<file path="config.mk">
export PLATFORM = sky130hd
export DESIGN_NAME = thumb_front_end
export DESIGN_NICKNAME = d
export VERILOG_FILES = /design/src/thumb_pkg.sv /design/src/microcode_rom.sv /design/src/imm_extend.sv /design/src/decode.sv /design/src/register_file.sv /design/src/thumb_front_end.sv
export SDC_FILE = /design/constraint.sdc
export NUM_CORES = 1
export LEC_CHECK = 0
export ABC_AREA = 1
export BUFFER_PORTS_ARGS = -buffer_cell sky130_fd_sc_hd__buf_4
export CAP_MARGIN = 20
export CORE_ASPECT_RATIO = 1.1
export CORE_MARGIN = 2
export CORE_UTILIZATION = 45
export DETAILED_ROUTE_END_ITERATION = 10
export PLACE_DENSITY = 0.67
export SLEW_MARGIN = 20
export SYNTH_ARGS = -nofsm -noshare
export SYNTH_HDL_FRONTEND = slang
export SYNTH_SLANG_ARGS = --single-unit
export TNS_END_PERCENT = 100
</file>
<file path="constraint.sdc">
create_clock -name clk_i -period 3.5 [get_ports clk_i]
set_clock_uncertainty 0.2 [all_clocks]
set_input_delay 0.875 -clock clk_i [delete_from_list [all_inputs] [get_ports clk_i]]
set_output_delay 0.875 -clock clk_i [all_outputs]
set_load 0.05 [all_outputs]
</file>
<file path="src/thumb_pkg.sv">
package thumb_pkg;

  // ~~~~~~~~~~~~~~~~~~~~~~~~~~~~~~~~~~~~~~~~~~~~~~~~~~~~~~~~~~~~
  // datapath sizes
  // ~~~~~~~~~~~~~~~~~~~~~~~~~~~~~~~~~~~~~~~~~~~~~~~~~~~~~~~~~~~~
  localparam int WORD_SIZE  = 16;
  localparam int NUM_REG    = 16;
  localparam int REG_ID_W   = 4;
  localparam int ROM_ADDR_W = 10;

  // fixed register ids
  localparam logic [REG_ID_W-1:0] SP_ID = 4'd13;
  localparam logic [REG_ID_W-1:0] LR_ID = 4'd14;

  // control field widths
  localparam int OPCODE_W = 4;
  localparam int FU_W     = 2;
  localparam int SEL_W    = 2;
  localparam int S2_SEL_W = 3;

  // wr_en, illegal, opcode, fu, set_flags, dst sel, s1 sel, s2 sel
  localparam int UCODE_W = 2 + OPCODE_W + FU_W + 1 + 2 * SEL_W + S2_SEL_W;

  // ~~~~~~~~~~~~~~~~~~~~~~~~~~~~~~~~~~~~~~~~~~~~~~~~~~~~~~~~~~~~
  // ROM field encodings
  // ~~~~~~~~~~~~~~~~~~~~~~~~~~~~~~~~~~~~~~~~~~~~~~~~~~~~~~~~~~~~

  // opcodes
  localparam logic [OPCODE_W-1:0] OP_ADD = 4'd0;
  localparam logic [OPCODE_W-1:0] OP_SUB = 4'd1;
  localparam logic [OPCODE_W-1:0] OP_MOV = 4'd2;
  localparam logic [OPCODE_W-1:0] OP_CMP = 4'd3;
  localparam logic [OPCODE_W-1:0] OP_AND = 4'd4;
  localparam logic [OPCODE_W-1:0] OP_ORR = 4'd5;
  localparam logic [OPCODE_W-1:0] OP_EOR = 4'd6;
  localparam logic [OPCODE_W-1:0] OP_LSL = 4'd7;
  localparam logic [OPCODE_W-1:0] OP_LSR = 4'd8;
  localparam logic [OPCODE_W-1:0] OP_LDR = 4'd9;
  localparam logic [OPCODE_W-1:0] OP_STR = 4'd10;
  localparam logic [OPCODE_W-1:0] OP_B   = 4'd11;

  // function units
  localparam logic [FU_W-1:0] FU_ALU    = 2'd0;
  localparam logic [FU_W-1:0] FU_SHIFT  = 2'd1;
  localparam logic [FU_W-1:0] FU_LSU    = 2'd2;
  localparam logic [FU_W-1:0] FU_BRANCH = 2'd3;

  // destination id select
  localparam logic [SEL_W-1:0] DST_LO0 = 2'd0;
  localparam logic [SEL_W-1:0] DST_HI8 = 2'd1;
  localparam logic [SEL_W-1:0] DST_SP  = 2'd2;
  localparam logic [SEL_W-1:0] DST_LR  = 2'd3;

  // source 1 id select
  localparam logic [SEL_W-1:0] S1_LO3 = 2'd0;
  localparam logic [SEL_W-1:0] S1_LO0 = 2'd1;
  localparam logic [SEL_W-1:0] S1_SP  = 2'd2;
  localparam logic [SEL_W-1:0] S1_LR  = 2'd3;

  // source 2 select, one code per extension candidate
  localparam logic [S2_SEL_W-1:0] S2_IMM8Z  = 3'd0;
  localparam logic [S2_SEL_W-1:0] S2_IMM3Z  = 3'd1;
  localparam logic [S2_SEL_W-1:0] S2_IMM7Z  = 3'd2;
  localparam logic [S2_SEL_W-1:0] S2_IMM5Z  = 3'd3;
  localparam logic [S2_SEL_W-1:0] S2_IMM8S  = 3'd4;
  localparam logic [S2_SEL_W-1:0] S2_IMM11S = 3'd5;
  localparam logic [S2_SEL_W-1:0] S2_IMM6S  = 3'd6;
  // register named by bits 6..3
  localparam logic [S2_SEL_W-1:0] S2_REG4   = 3'd7;

  // ~~~~~~~~~~~~~~~~~~~~~~~~~~~~~~~~~~~~~~~~~~~~~~~~~~~~~~~~~~~~
  // instruction halfword, two views
  // ~~~~~~~~~~~~~~~~~~~~~~~~~~~~~~~~~~~~~~~~~~~~~~~~~~~~~~~~~~~~
  typedef union packed {
    // immediate formats
    struct packed {
      logic [4:0] major;
      logic [2:0] rd_hi;
      logic [7:0] imm8;
    } imm;
    // three-register formats
    struct packed {
      logic [6:0] op;
      logic [2:0] rm;
      logic [2:0] rn;
      logic [2:0] rd;
    } regs;
  } thumb_inst_u;

endpackage

</file>
<file path="src/microcode_rom.sv">
`timescale 1ns/1ps

module microcode_rom
  import thumb_pkg::*;
  ( input  logic [ROM_ADDR_W-1:0] addr_i
  , output logic                  wr_en_o
  , output logic                  illegal_o
  , output logic [OPCODE_W-1:0]   opcode_o
  , output logic [FU_W-1:0]       func_unit_o
  , output logic                  set_flags_o
  , output logic [SEL_W-1:0]      dst_sel_o
  , output logic [SEL_W-1:0]      s1_sel_o
  , output logic [S2_SEL_W-1:0]   s2_sel_o
  );

  logic [UCODE_W-1:0] ucode;

  // one legal row of the table
  function automatic logic [UCODE_W-1:0] row
    ( input logic                wr
    , input logic [OPCODE_W-1:0] op
    , input logic [FU_W-1:0]     fu
    , input logic                fl
    , input logic [SEL_W-1:0]    dst
    , input logic [SEL_W-1:0]    s1
    , input logic [S2_SEL_W-1:0] s2
    );
    row = {wr, 1'b0, op, fu, fl, dst, s1, s2};
  endfunction

  // addr_i is inst[15:6]
  always_comb begin
    casez (addr_i)
      // ~~~~~~~~~~~~~~~~~~~~~~~~~~~~~~~~~~~~~~~~~~~~~~~~~~~~~~~~~~~~
      // shift by immediate
      // ~~~~~~~~~~~~~~~~~~~~~~~~~~~~~~~~~~~~~~~~~~~~~~~~~~~~~~~~~~~~
      10'b00000_?????:
        ucode = row(1'b1, OP_LSL, FU_SHIFT, 1'b1, DST_LO0, S1_LO3, S2_IMM5Z);
      10'b00001_?????:
        ucode = row(1'b1, OP_LSR, FU_SHIFT, 1'b1, DST_LO0, S1_LO3, S2_IMM5Z);

      // add/sub, register or imm3
      10'b0001100_???:
        ucode = row(1'b1, OP_ADD, FU_ALU, 1'b1, DST_LO0, S1_LO3, S2_REG4);
      10'b0001101_???:
        ucode = row(1'b1, OP_SUB, FU_ALU, 1'b1, DST_LO0, S1_LO3, S2_REG4);
      10'b0001110_???:
        ucode = row(1'b1, OP_ADD, FU_ALU, 1'b1, DST_LO0, S1_LO3, S2_IMM3Z);
      10'b0001111_???:
        ucode = row(1'b1, OP_SUB, FU_ALU, 1'b1, DST_LO0, S1_LO3, S2_IMM3Z);

      // ~~~~~~~~~~~~~~~~~~~~~~~~~~~~~~~~~~~~~~~~~~~~~~~~~~~~~~~~~~~~
      // mov/cmp/add/sub imm8, rd in bits 10..8
      // ~~~~~~~~~~~~~~~~~~~~~~~~~~~~~~~~~~~~~~~~~~~~~~~~~~~~~~~~~~~~
      10'b00100_?????:
        ucode = row(1'b1, OP_MOV, FU_ALU, 1'b1, DST_HI8, S1_LO0, S2_IMM8Z);
      10'b00101_?????:
        ucode = row(1'b0, OP_CMP, FU_ALU, 1'b1, DST_HI8, S1_LO0, S2_IMM8Z);
      10'b00110_?????:
        ucode = row(1'b1, OP_ADD, FU_ALU, 1'b1, DST_HI8, S1_LO0, S2_IMM8Z);
      10'b00111_?????:
        ucode = row(1'b1, OP_SUB, FU_ALU, 1'b1, DST_HI8, S1_LO0, S2_IMM8Z);

      // register alu group, rd is both dest and source 1
      10'b010000_0000:
        ucode = row(1'b1, OP_AND, FU_ALU, 1'b1, DST_LO0, S1_LO0, S2_REG4);
      10'b010000_0001:
        ucode = row(1'b1, OP_EOR, FU_ALU, 1'b1, DST_LO0, S1_LO0, S2_REG4);
      10'b010000_0010:
        ucode = row(1'b1, OP_LSL, FU_SHIFT, 1'b1, DST_LO0, S1_LO0, S2_REG4);
      10'b010000_0011:
        ucode = row(1'b1, OP_LSR, FU_SHIFT, 1'b1, DST_LO0, S1_LO0, S2_REG4);
      10'b010000_1010:
        ucode = row(1'b0, OP_CMP, FU_ALU, 1'b1, DST_LO0, S1_LO0, S2_REG4);
      10'b010000_1100:
        ucode = row(1'b1, OP_ORR, FU_ALU, 1'b1, DST_LO0, S1_LO0, S2_REG4);

      // hi-register add and mov, no flags
      10'b010001_00??:
        ucode = row(1'b1, OP_ADD, FU_ALU, 1'b0, DST_LO0, S1_LO0, S2_REG4);
      10'b010001_10??:
        ucode = row(1'b1, OP_MOV, FU_ALU, 1'b0, DST_LO0, S1_LO0, S2_REG4);

      // ~~~~~~~~~~~~~~~~~~~~~~~~~~~~~~~~~~~~~~~~~~~~~~~~~~~~~~~~~~~~
      // memory, stack and branch
      // ~~~~~~~~~~~~~~~~~~~~~~~~~~~~~~~~~~~~~~~~~~~~~~~~~~~~~~~~~~~~
      10'b01100_?????:
        ucode = row(1'b0, OP_STR, FU_LSU, 1'b0, DST_LO0, S1_LO3, S2_IMM5Z);
      10'b01101_?????:
        ucode = row(1'b1, OP_LDR, FU_LSU, 1'b0, DST_LO0, S1_LO3, S2_IMM5Z);

      // add sp, #imm7 (bit 6 is the top of the immediate)
      10'b101100000_?:
        ucode = row(1'b1, OP_ADD, FU_ALU, 1'b0, DST_SP, S1_SP, S2_IMM7Z);

      10'b11100_?????:
        ucode = row(1'b0, OP_B, FU_BRANCH, 1'b0, DST_LO0, S1_LO0, S2_IMM11S);

      // everything outside the subset
      default:
        ucode = {1'b0, 1'b1, OP_ADD, FU_ALU, 1'b0, DST_LO0, S1_LO0, S2_IMM8Z};
    endcase
  end

  assign {wr_en_o, illegal_o, opcode_o, func_unit_o, set_flags_o,
          dst_sel_o, s1_sel_o, s2_sel_o} = ucode;

endmodule

</file>
<file path="src/imm_extend.sv">
`timescale 1ns/1ps

module imm_extend
  import thumb_pkg::*;
  ( input  thumb_inst_u           inst_i
  , input  logic [S2_SEL_W-1:0]   s2_sel_i
  , output logic [WORD_SIZE-1:0]  imm_o
  );

  logic [WORD_SIZE-1:0] cand [2**S2_SEL_W];

  // ~~~~~~~~~~~~~~~~~~~~~~~~~~~~~~~~~~~~~~~~~~~~~~~~~~~~~~~~~~~~
  // zero extended fields
  // ~~~~~~~~~~~~~~~~~~~~~~~~~~~~~~~~~~~~~~~~~~~~~~~~~~~~~~~~~~~~
  assign cand[S2_IMM8Z] = {{(WORD_SIZE-8){1'b0}}, inst_i.imm.imm8};

  // add/sub imm3 sits where rm does
  assign cand[S2_IMM3Z] = {{(WORD_SIZE-3){1'b0}}, inst_i.regs.rm};

  // sp offset, low seven bits
  assign cand[S2_IMM7Z] = {{(WORD_SIZE-7){1'b0}}, inst_i[6:0]};

  // shift amount or load/store offset
  assign cand[S2_IMM5Z] = {{(WORD_SIZE-5){1'b0}}, inst_i[10:6]};

  // ~~~~~~~~~~~~~~~~~~~~~~~~~~~~~~~~~~~~~~~~~~~~~~~~~~~~~~~~~~~~
  // sign extended fields
  // ~~~~~~~~~~~~~~~~~~~~~~~~~~~~~~~~~~~~~~~~~~~~~~~~~~~~~~~~~~~~
  assign cand[S2_IMM8S] = {{(WORD_SIZE-8){inst_i.imm.imm8[7]}}, inst_i.imm.imm8};

  // branch offset
  assign cand[S2_IMM11S] = {{(WORD_SIZE-11){inst_i[10]}}, inst_i[10:0]};

  assign cand[S2_IMM6S] = {{(WORD_SIZE-6){inst_i[5]}}, inst_i[5:0]};

  // register id as a word, bits 6..3
  assign cand[S2_REG4] = {{(WORD_SIZE-REG_ID_W){1'b0}}, inst_i[6:3]};

  assign imm_o = cand[s2_sel_i];

endmodule

</file>
<file path="src/decode.sv">
`timescale 1ns/1ps

module decode
  import thumb_pkg::*;
  ( input  logic [WORD_SIZE-1:0] inst_i
  , output logic                 wr_en_o
  , output logic                 illegal_o
  , output logic [OPCODE_W-1:0]  opcode_o
  , output logic [FU_W-1:0]      func_unit_o
  , output logic                 set_flags_o
  , output logic [REG_ID_W-1:0]  dest_id_o
  , output logic [REG_ID_W-1:0]  src1_id_o
  , output logic                 s2_is_reg_o
  , output logic [REG_ID_W-1:0]  s2_reg_id_o
  , output logic [WORD_SIZE-1:0] imm_o
  );

  thumb_inst_u          inst;
  logic [SEL_W-1:0]     dst_sel;
  logic [SEL_W-1:0]     s1_sel;
  logic [S2_SEL_W-1:0]  s2_sel;

  assign inst = inst_i;

  // ~~~~~~~~~~~~~~~~~~~~~~~~~~~~~~~~~~~~~~~~~~~~~~~~~~~~~~~~~~~~
  // control word lookup
  // ~~~~~~~~~~~~~~~~~~~~~~~~~~~~~~~~~~~~~~~~~~~~~~~~~~~~~~~~~~~~
  // the prefix is inst[15:6]
  microcode_rom u_microcode_rom
    ( .addr_i      ({inst.imm.major, inst.imm.rd_hi, inst.imm.imm8[7:6]})
    , .wr_en_o     (wr_en_o)
    , .illegal_o   (illegal_o)
    , .opcode_o    (opcode_o)
    , .func_unit_o (func_unit_o)
    , .set_flags_o (set_flags_o)
    , .dst_sel_o   (dst_sel)
    , .s1_sel_o    (s1_sel)
    , .s2_sel_o    (s2_sel)
    );

  // ~~~~~~~~~~~~~~~~~~~~~~~~~~~~~~~~~~~~~~~~~~~~~~~~~~~~~~~~~~~~
  // register id selection
  // ~~~~~~~~~~~~~~~~~~~~~~~~~~~~~~~~~~~~~~~~~~~~~~~~~~~~~~~~~~~~
  always_comb begin
    case (dst_sel)
      DST_LO0: dest_id_o = {1'b0, inst.regs.rd};
      DST_HI8: dest_id_o = {1'b0, inst.imm.rd_hi};
      DST_SP:  dest_id_o = SP_ID;
      default: dest_id_o = LR_ID;
    endcase
  end

  always_comb begin
    case (s1_sel)
      S1_LO3:  src1_id_o = {1'b0, inst.regs.rn};
      S1_LO0:  src1_id_o = {1'b0, inst.regs.rd};
      S1_SP:   src1_id_o = SP_ID;
      default: src1_id_o = LR_ID;
    endcase
  end

  // source 2 is either a register read or an extended field
  assign s2_is_reg_o = (s2_sel == S2_REG4);
  assign s2_reg_id_o = inst_i[6:3];

  imm_extend u_imm_extend
    ( .inst_i   (inst)
    , .s2_sel_i (s2_sel)
    , .imm_o    (imm_o)
    );

endmodule

</file>
<file path="src/register_file.sv">
`timescale 1ns/1ps

module register_file
  import thumb_pkg::*;
  ( input  logic                 clk_i
  , input  logic                 arst_n_i
  , input  logic                 wb_en_i
  , input  logic [REG_ID_W-1:0]  wb_id_i
  , input  logic [WORD_SIZE-1:0] wb_data_i
  , input  logic [REG_ID_W-1:0]  rd_a_id_i
  , input  logic [REG_ID_W-1:0]  rd_b_id_i
  , output logic [WORD_SIZE-1:0] rd_a_data_o
  , output logic [WORD_SIZE-1:0] rd_b_data_o
  );

  logic [WORD_SIZE-1:0] regs [NUM_REG];

  // array read with bypass of the write in flight
  function automatic logic [WORD_SIZE-1:0] fwd_read
    ( input logic [REG_ID_W-1:0] id
    );
    if (wb_en_i && (wb_id_i == id)) begin
      fwd_read = wb_data_i;
    end else begin
      fwd_read = regs[id];
    end
  endfunction

  // ~~~~~~~~~~~~~~~~~~~~~~~~~~~~~~~~~~~~~~~~~~~~~~~~~~~~~~~~~~~~
  // write port and registered reads
  // ~~~~~~~~~~~~~~~~~~~~~~~~~~~~~~~~~~~~~~~~~~~~~~~~~~~~~~~~~~~~
  always_ff @(posedge clk_i or negedge arst_n_i) begin
    if (!arst_n_i) begin
      for (int i = 0; i < NUM_REG; i++) begin
        regs[i] <= '0;
      end
      rd_a_data_o <= '0;
      rd_b_data_o <= '0;
    end else begin
      if (wb_en_i) begin
        regs[wb_id_i] <= wb_data_i;
      end
      rd_a_data_o <= fwd_read(rd_a_id_i);
      rd_b_data_o <= fwd_read(rd_b_id_i);
    end
  end

endmodule

</file>
<file path="src/thumb_front_end.sv">
`timescale 1ns/1ps

module thumb_front_end
  import thumb_pkg::*;
  ( input  logic                 clk_i
  , input  logic                 arst_n_i
  , input  logic                 inst_valid_i
  , input  logic [WORD_SIZE-1:0] inst_i
  , input  logic                 wb_en_i
  , input  logic [REG_ID_W-1:0]  wb_id_i
  , input  logic [WORD_SIZE-1:0] wb_data_i
  , output logic                 out_valid_o
  , output logic                 illegal_o
  , output logic                 wr_en_o
  , output logic [OPCODE_W-1:0]  opcode_o
  , output logic [FU_W-1:0]      func_unit_o
  , output logic                 set_flags_o
  , output logic [REG_ID_W-1:0]  dest_id_o
  , output logic [REG_ID_W-1:0]  src1_id_o
  , output logic [WORD_SIZE-1:0] src1_data_o
  , output logic [WORD_SIZE-1:0] src2_data_o
  );

  // decode outputs
  logic                 dec_wr_en, dec_illegal, dec_set_flags, dec_s2_is_reg;
  logic [OPCODE_W-1:0]  dec_opcode;
  logic [FU_W-1:0]      dec_fu;
  logic [REG_ID_W-1:0]  dec_dest_id, dec_src1_id, dec_s2_reg_id;
  logic [WORD_SIZE-1:0] dec_imm;

  // stage 1
  logic                 valid_s1, wr_en_s1, illegal_s1, set_flags_s1, s2_is_reg_s1;
  logic [OPCODE_W-1:0]  opcode_s1;
  logic [FU_W-1:0]      fu_s1;
  logic [REG_ID_W-1:0]  dest_id_s1, src1_id_s1, s2_reg_id_s1;
  logic [WORD_SIZE-1:0] imm_s1;

  // stage 2 operand side
  logic                 s2_is_reg_s2;
  logic [WORD_SIZE-1:0] imm_s2, rd_a_data, rd_b_data, src2_live;
  logic [WORD_SIZE-1:0] src1_hold, src2_hold;

  decode u_decode
    ( .inst_i      (inst_i)
    , .wr_en_o     (dec_wr_en)
    , .illegal_o   (dec_illegal)
    , .opcode_o    (dec_opcode)
    , .func_unit_o (dec_fu)
    , .set_flags_o (dec_set_flags)
    , .dest_id_o   (dec_dest_id)
    , .src1_id_o   (dec_src1_id)
    , .s2_is_reg_o (dec_s2_is_reg)
    , .s2_reg_id_o (dec_s2_reg_id)
    , .imm_o       (dec_imm)
    );

  // ~~~~~~~~~~~~~~~~~~~~~~~~~~~~~~~~~~~~~~~~~~~~~~~~~~~~~~~~~~~~
  // valid pipeline and stage 2 control
  // ~~~~~~~~~~~~~~~~~~~~~~~~~~~~~~~~~~~~~~~~~~~~~~~~~~~~~~~~~~~~
  always_ff @(posedge clk_i or negedge arst_n_i) begin
    if (!arst_n_i) begin
      valid_s1    <= 1'b0;
      out_valid_o <= 1'b0;
      wr_en_o     <= 1'b0;
      illegal_o   <= 1'b0;
    end else begin
      valid_s1    <= inst_valid_i;
      out_valid_o <= valid_s1;
      if (valid_s1) begin
        wr_en_o   <= wr_en_s1;
        illegal_o <= illegal_s1;
      end
    end
  end

  // stage 1 payload, only loaded with a new instruction
  always_ff @(posedge clk_i) begin
    if (inst_valid_i) begin
      wr_en_s1     <= dec_wr_en;
      illegal_s1   <= dec_illegal;
      opcode_s1    <= dec_opcode;
      fu_s1        <= dec_fu;
      set_flags_s1 <= dec_set_flags;
      dest_id_s1   <= dec_dest_id;
      src1_id_s1   <= dec_src1_id;
      s2_is_reg_s1 <= dec_s2_is_reg;
      s2_reg_id_s1 <= dec_s2_reg_id;
      imm_s1       <= dec_imm;
    end
  end

  // stage 2 payload
  always_ff @(posedge clk_i) begin
    if (valid_s1) begin
      opcode_o     <= opcode_s1;
      func_unit_o  <= fu_s1;
      set_flags_o  <= set_flags_s1;
      dest_id_o    <= dest_id_s1;
      src1_id_o    <= src1_id_s1;
      s2_is_reg_s2 <= s2_is_reg_s1;
      imm_s2       <= imm_s1;
    end
  end

  // ~~~~~~~~~~~~~~~~~~~~~~~~~~~~~~~~~~~~~~~~~~~~~~~~~~~~~~~~~~~~
  // operand read
  // ~~~~~~~~~~~~~~~~~~~~~~~~~~~~~~~~~~~~~~~~~~~~~~~~~~~~~~~~~~~~
  register_file u_register_file
    ( .clk_i       (clk_i)
    , .arst_n_i    (arst_n_i)
    , .wb_en_i     (wb_en_i)
    , .wb_id_i     (wb_id_i)
    , .wb_data_i   (wb_data_i)
    , .rd_a_id_i   (src1_id_s1)
    , .rd_b_id_i   (s2_reg_id_s1)
    , .rd_a_data_o (rd_a_data)
    , .rd_b_data_o (rd_b_data)
    );

  assign src2_live = s2_is_reg_s2 ? rd_b_data : imm_s2;

  // keep last operands while idle, the file keeps reading every cycle
  always_ff @(posedge clk_i) begin
    if (out_valid_o) begin
      src1_hold <= rd_a_data;
      src2_hold <= src2_live;
    end
  end

  assign src1_data_o = out_valid_o ? rd_a_data : src1_hold;
  assign src2_data_o = out_valid_o ? src2_live : src2_hold;

endmodule

</file>
**Yosys cells after proc, flatten, opt, wreduce, memory -nomap -nowiden**

Index checks and enable logic that the tools add are counted.

- Output and inout bits: 50
- Flip-flop bits (word level): 394
- Logic and storage cells: 104
- Input port bits: 40

- Multiplexer cells: 20
- Order comparisons: 5
- Bitwise logic cells: 4
- Equality and inequality tests: 28
- Reductions and logical operators: 6

Operator list:

| operator | number |
|---|---|
| 16-bit one-hot mux with 22 select lines | 1 |
| 256-bit bitwise mux | 1 |
| 16-bit two-way mux | 12 |
| 16-bit binary-select mux with 4-bit select | 2 |
| 16-bit demux with 4-bit select | 1 |
| 10-bit by 9-bit equality test with 1-bit output (second input constant) | 6 |
| 16-bit binary-select mux with 3-bit select | 1 |
| 7-bit by 4-bit equality test with 1-bit output (second input constant) | 4 |
| 4-bit one-hot mux with 3 select lines | 2 |
| 5-bit by 3-bit equality test with 1-bit output (second input constant) | 4 |
| 8-bit by 7-bit equality test with 1-bit output (second input constant) | 2 |
| 5-bit >= comparator (second input constant) | 3 |
| 4-bit NOT with 5-bit output | 3 |
| 5-bit by 4-bit equality test with 1-bit output (second input constant) | 2 |
| 9-bit equality test (second input constant) | 1 |
| 4-bit equality test | 2 |
| 5-bit by 1-bit equality test with 1-bit output (second input constant) | 1 |
| 5-bit equality test (second input constant) | 1 |
| 5-bit zero test | 1 |
| 5-bit by 1-bit < comparator with 1-bit output (second input constant) | 1 |
| 2-bit by 1-bit equality test with 1-bit output (second input constant) | 2 |
| 2-bit equality test (second input constant) | 2 |
| 4-bit >= comparator (second input constant) | 1 |
| 2-bit zero test | 2 |
| other kinds (3) | 5 |

**Logic depth before layout (Yosys ltp)**

- Word-level depth: 6
- Depth in mapped cells: 13
- Gate-level depth less buffers: 12

**Modules after synthesis**

From an unflattened synthesis, not the netlist that was laid out.

- Cell total of the unflattened synthesis: 2897
- Area, all modules: 21007.6 um^2

Modules (own cells, without submodules):

| module | sequential area each (um^2) | times used | area an instance (um^2) | cells each |
|---|---|---|---|---|
| register_file | 7206.9 | 1 | 16360.7 | 2399 |
| thumb_front_end | 2842.7 | 1 | 3602.2 | 284 |
| microcode_rom | 0.0 | 1 | 534.3 | 108 |
| imm_extend | 0.0 | 1 | 356.6 | 73 |
| decode | 0.0 | 1 | 153.9 | 33 |

**Least setup slack after synthesis**

OpenSTA, ideal clock, no wires.

- Kind: reg-to-output
- Start point: register out_valid_o
- End point: output src2_data_o[2]
- Cell stages (with the launch flop): 4
- Data required time: 2.425 ns
- Arrival time: 2.187 ns
- Path buffers: 1
- Slack: 0.238 ns
- Cell sequence: dfrtp_1 > clkbuf_1 > o21ai_0 > o21ai_0

- Cells in the longest elaborated chain, start to end: 1

Ends and longest elaborated chain:

| element | line | text |
|---|---|---|
| from (decl) | thumb_front_end.sv:12 | `, output logic out_valid_o` |
| from (signal assigned) | thumb_front_end.sv:68 | `out_valid_o <= valid_s1;` |
| 16-bit two-way mux | -- |  |
| to (decl) | thumb_front_end.sv:21 | `, output logic [WORD_SIZE-1:0] src2_data_o` |

No other way between the ends.

**Worst setup path after layout**

- Start point: register s2_is_reg_s2
- End point: output src2_data_o[1]

- Cells in the longest elaborated chain, start to end: 2

Ends and longest elaborated chain:

| element | line | text |
|---|---|---|
| from (decl) | thumb_front_end.sv:39 | `logic s2_is_reg_s2;` |
| from (signal assigned) | thumb_front_end.sv:100 | `s2_is_reg_s2 <= s2_is_reg_s1;` |
| 16-bit two-way mux | thumb_front_end.sv:120 | `assign src2_live = s2_is_reg_s2 ? rd_b_data : imm_s2;` |
| 16-bit two-way mux | -- |  |

No other way between the ends.

==> impl_metrics.env <==
export IMPL_status="complete, no violations"
export IMPL_rsz0062_at_grt="no"
export IMPL_final_nets=2424
export IMPL_reg2regPathDepth=8
export IMPL_worstSetupPathType="flip-flop to output port"
export IMPL_num_fill_cells=3904
export IMPL_fp_dieH_um=219
export IMPL_cts_root_buf="clkbuf_16"
export IMPL_grt_max_degree=152
export IMPL_yosysUniqueCellTypes=42
export IMPL_syn_nets=2414
export IMPL_dp_hpwl_mm=40.2
export IMPL_cp_required_ns=2.42
export IMPL_r2r_start="s2_reg_id_s1[0]$_DFFE_PP_"
export IMPL_htreeDepth=2
export IMPL_crit_arrival_ns=2.18
export IMPL_ios=90
export IMPL_end_kind="output port"
export IMPL_cts_made_buffers=42
export IMPL_viasPerCell=5.80
export IMPL_finalCriticalPeriod_ns=3.25
export IMPL_hold_ws_ns=0.143
export IMPL_dieArea_mm2=0.0438
export IMPL_path_max_fanout=17
export IMPL_max_freq_ghz=0.307
export IMPL_cts_sinks=384
export IMPL_yosys_warnings=0
export IMPL_core_area_mm2=0.0414
export IMPL_syn_instance_count=2374
export IMPL_cts_tree="done"
export IMPL_fp_row_count=78
export IMPL_synthToLayoutAreaGrowth_pct=14.3
export IMPL_relSlewSlack_pct=35.9
export IMPL_ant_nets=0
export IMPL_die_width_um=200
export IMPL_insertion_delay_ns=0.56
export IMPL_drv_slew=0
export IMPL_firstDrtPassIters=6
export IMPL_grt_overflow_total=0
export IMPL_finalPower_uw=13300
export IMPL_start_kind="flip-flop"
export IMPL_syn_area_mm2=0.0189
export IMPL_grt_pass1_vias=16579
export IMPL_drive_gt1_share_pct=11.0
export IMPL_cts_buffer_depth=3
export IMPL_clkTransAtPathRegs_ns=0.06
export IMPL_grt_usage_pct=29.0
export IMPL_worst_pin_slew_ns=0.961
export IMPL_start_util_pct=45.8
export IMPL_drt_iter0_markers=1830
export IMPL_power_density_mw_per_mm2=616
export IMPL_setup_tns_ns=0
export IMPL_syn_area_per_cell_um2=7.98
export IMPL_post_cts_setup_buffers=0
export IMPL_ys_ff_latch=384
export IMPL_grt_antenna_before_repair=0
export IMPL_setup_violations=0
export IMPL_finalCritPeriodShare_pct=92.9
export IMPL_diodes=0
export IMPL_r2r_slack_ns=0.87
export IMPL_wire_per_inst_um=21.0
export IMPL_grt_pass1_wl_mm=96.2
export IMPL_vdd_drop_max_uv=289
export IMPL_finalHoldViolations=0
export IMPL_r2r_end="u_register_file.rd_b_data_o[2]$_DFF_PN0_"
export IMPL_cts_hold_buffers=0
export IMPL_p_leak_uw=0.00974
export IMPL_via_count=17282
export IMPL_synth_seq_area_share_pct=51.5
export IMPL_wl_mm=62.6
export IMPL_cap_violations=0
export IMPL_port_buffers=89
export IMPL_min_path_type="input pin to async pin"
export IMPL_drc_errors=0
export IMPL_gp_congestion=0.936
## metal layers
layer / vias to the layer above / wire, um / track usage, %
li1: 8076 / - / -
met1: 8120 / 24700 / 37.9
met2: 904 / 28600 / 45.4
met3: 182 / 5830 / 5.87
met4: 0 / 3410 / 15.6
met5: - / 0 / 0
## sequential cells by signal, summed over array words and instances, names as in the netlist, 11 cells and up
register	count
u_register_file.regs	256
src1_hold	16
src2_hold	16
u_register_file.rd_a_data_o	16
u_register_file.rd_b_data_o	16
imm_s1	11
imm_s2	11
## synth_stat cells, drive strengths merged
master   count  area (um2)
o2111ai      2        17.5
nand4        4        40.0
nand2      457        1740
o211ai      26         195
a21oi      240        1200
nor3         8        50.1
nor2        80         369
a31oi        1        6.26
dfrtp      292        7310
clkinv       2        7.51
a221oi       2        17.5
o22ai        5        31.3
nand3b       2        15.0
a211oi       1        7.51
o21ai      581        2910
buf         65         318
a22oi        2        15.0
edfxtp      60        1800
clkbuf     119         447
a2111oi      1        8.76
inv        183         687
nor4         1        6.26
nor3b        1        7.51
dfxtp       32         641
and3         2        12.5
mux2         2        22.5
nand3      203        1060
## final cells by class
cell class	count	area [um2]	share of cell area [%]
Sequential cell	384	9750	45.0
Multi-Input combinational cell	1621	7760	35.9
Timing Repair Buffer	150	1270	5.87
Clock buffer	57	1260	5.83
Tap cell	560	701	3.24
Inverter	185	694	3.21
Clock inverter	21	209	0.965
## kinds of logic after synthesis
kind of cell           Yosys count  synth area share (%)
AOI/OAI and AO/OA              861                  23.3
buffers and inverters          369                  7.70
DFF                            384                  51.5
muxes                            2                 0.119
and+or+nand+nor                758                  17.4
## where the power goes
group	total [uW]	internal [uW]	leakage (uW)	switching, uW
clock	4630	2770	0.000728	1860
sequential	5870	5380	0.00450	489
combinational	2840	906	0.00450	1930
total	13300	9050	0.00974	4280
## how the worst max path moves through the flow
stage | depth (start not counted) | start | end | slack, ns
6_report | 4 | s2_is_reg_s2$_DFFE_PP_ | src2_data_o[1] | 0.25
5_1_grt | 4 | s2_is_reg_s2$_DFFE_PP_ | src2_data_o[4] | 0.13
4_1_cts | 6 | out_valid_o$_DFF_PN0_ | src2_data_o[14] | 0.13
3_5_place_dp | 8 | wb_id_i[2] | u_register_file.rd_a_data_o[11]$_DFF_PN0_ | 0.70
3_3_place_gp | 7 | inst_i[13] | opcode_s1[0]$_SDFFCE_PP0P_ | 0.69
2_1_floorplan | 3 | out_valid_o$_DFF_PN0_ | src2_data_o[2] | 0.24
## placed cells by master, fill, tap and decap left out, types with 2 or more instances in the layout
| cell | n |
|---|---|
| a21oi_1 | 238 |
| a21oi_2 | 2 |
| a221oi_1 | 2 |
| a22oi_1 | 2 |
| and3_1 | 2 |
| buf_12 | 11 |
| buf_4 | 138 |
| bufinv_16 | 3 |
| clkbuf_1 | 3 |
| clkbuf_16 | 45 |
| clkbuf_8 | 9 |
| clkinv_1 | 6 |
| clkinv_2 | 8 |
| clkinvlp_4 | 2 |
| dfrtp_1 | 292 |
| dfxtp_1 | 32 |
| edfxtp_1 | 60 |
| inv_1 | 172 |
| inv_2 | 11 |
| mux2_2 | 2 |
| nand2_1 | 452 |
| nand2_2 | 3 |
| nand2_4 | 2 |
| nand3_1 | 195 |
| nand3_2 | 7 |
| nand3b_1 | 2 |
| nand4_1 | 3 |
| nor2_1 | 69 |
| nor2_2 | 4 |
| nor2_4 | 6 |
| nor3_1 | 6 |
| o2111ai_2 | 2 |
| o211ai_1 | 26 |
| o21ai_0 | 547 |
| o21ai_1 | 34 |
| o22ai_1 | 5 |
## stage by stage
| stage | instance area (um2) | cells | util [%] | worst slack [ns] |
|---|---|---|---|---|
| finish | 21600 | 2978 | 52.3 | 0.247 |
| global route | 21600 | 2978 | 52.3 | 0.127 |
| CTS | 21600 | 2978 | 52.3 | 0.129 |
| detailed placement | 20200 | 2900 | 48.8 | 0.700 |
| global placement | 20200 | 2900 | 48.8 | 0.686 |
| floorplan | 18900 | 2374 | - | 0.238 |
## critical path, cell delays in order, from the launching register on
cell and delay [ns]:
edfxtp_1 0.59, inv_1 0.36, nor2_1 0.10, o21ai_0 0.31, buf_4 0.27
## what timing repair did
| action | CTS | global route |
|---|---|---|
| gates resized for setup | 0 | 1 |
| setup endpoints to repair | 0 | 6 |
| endpoints found under the hold margin | 0 | 0 |
Note: power is estimated with default switching activity, not from simulation.
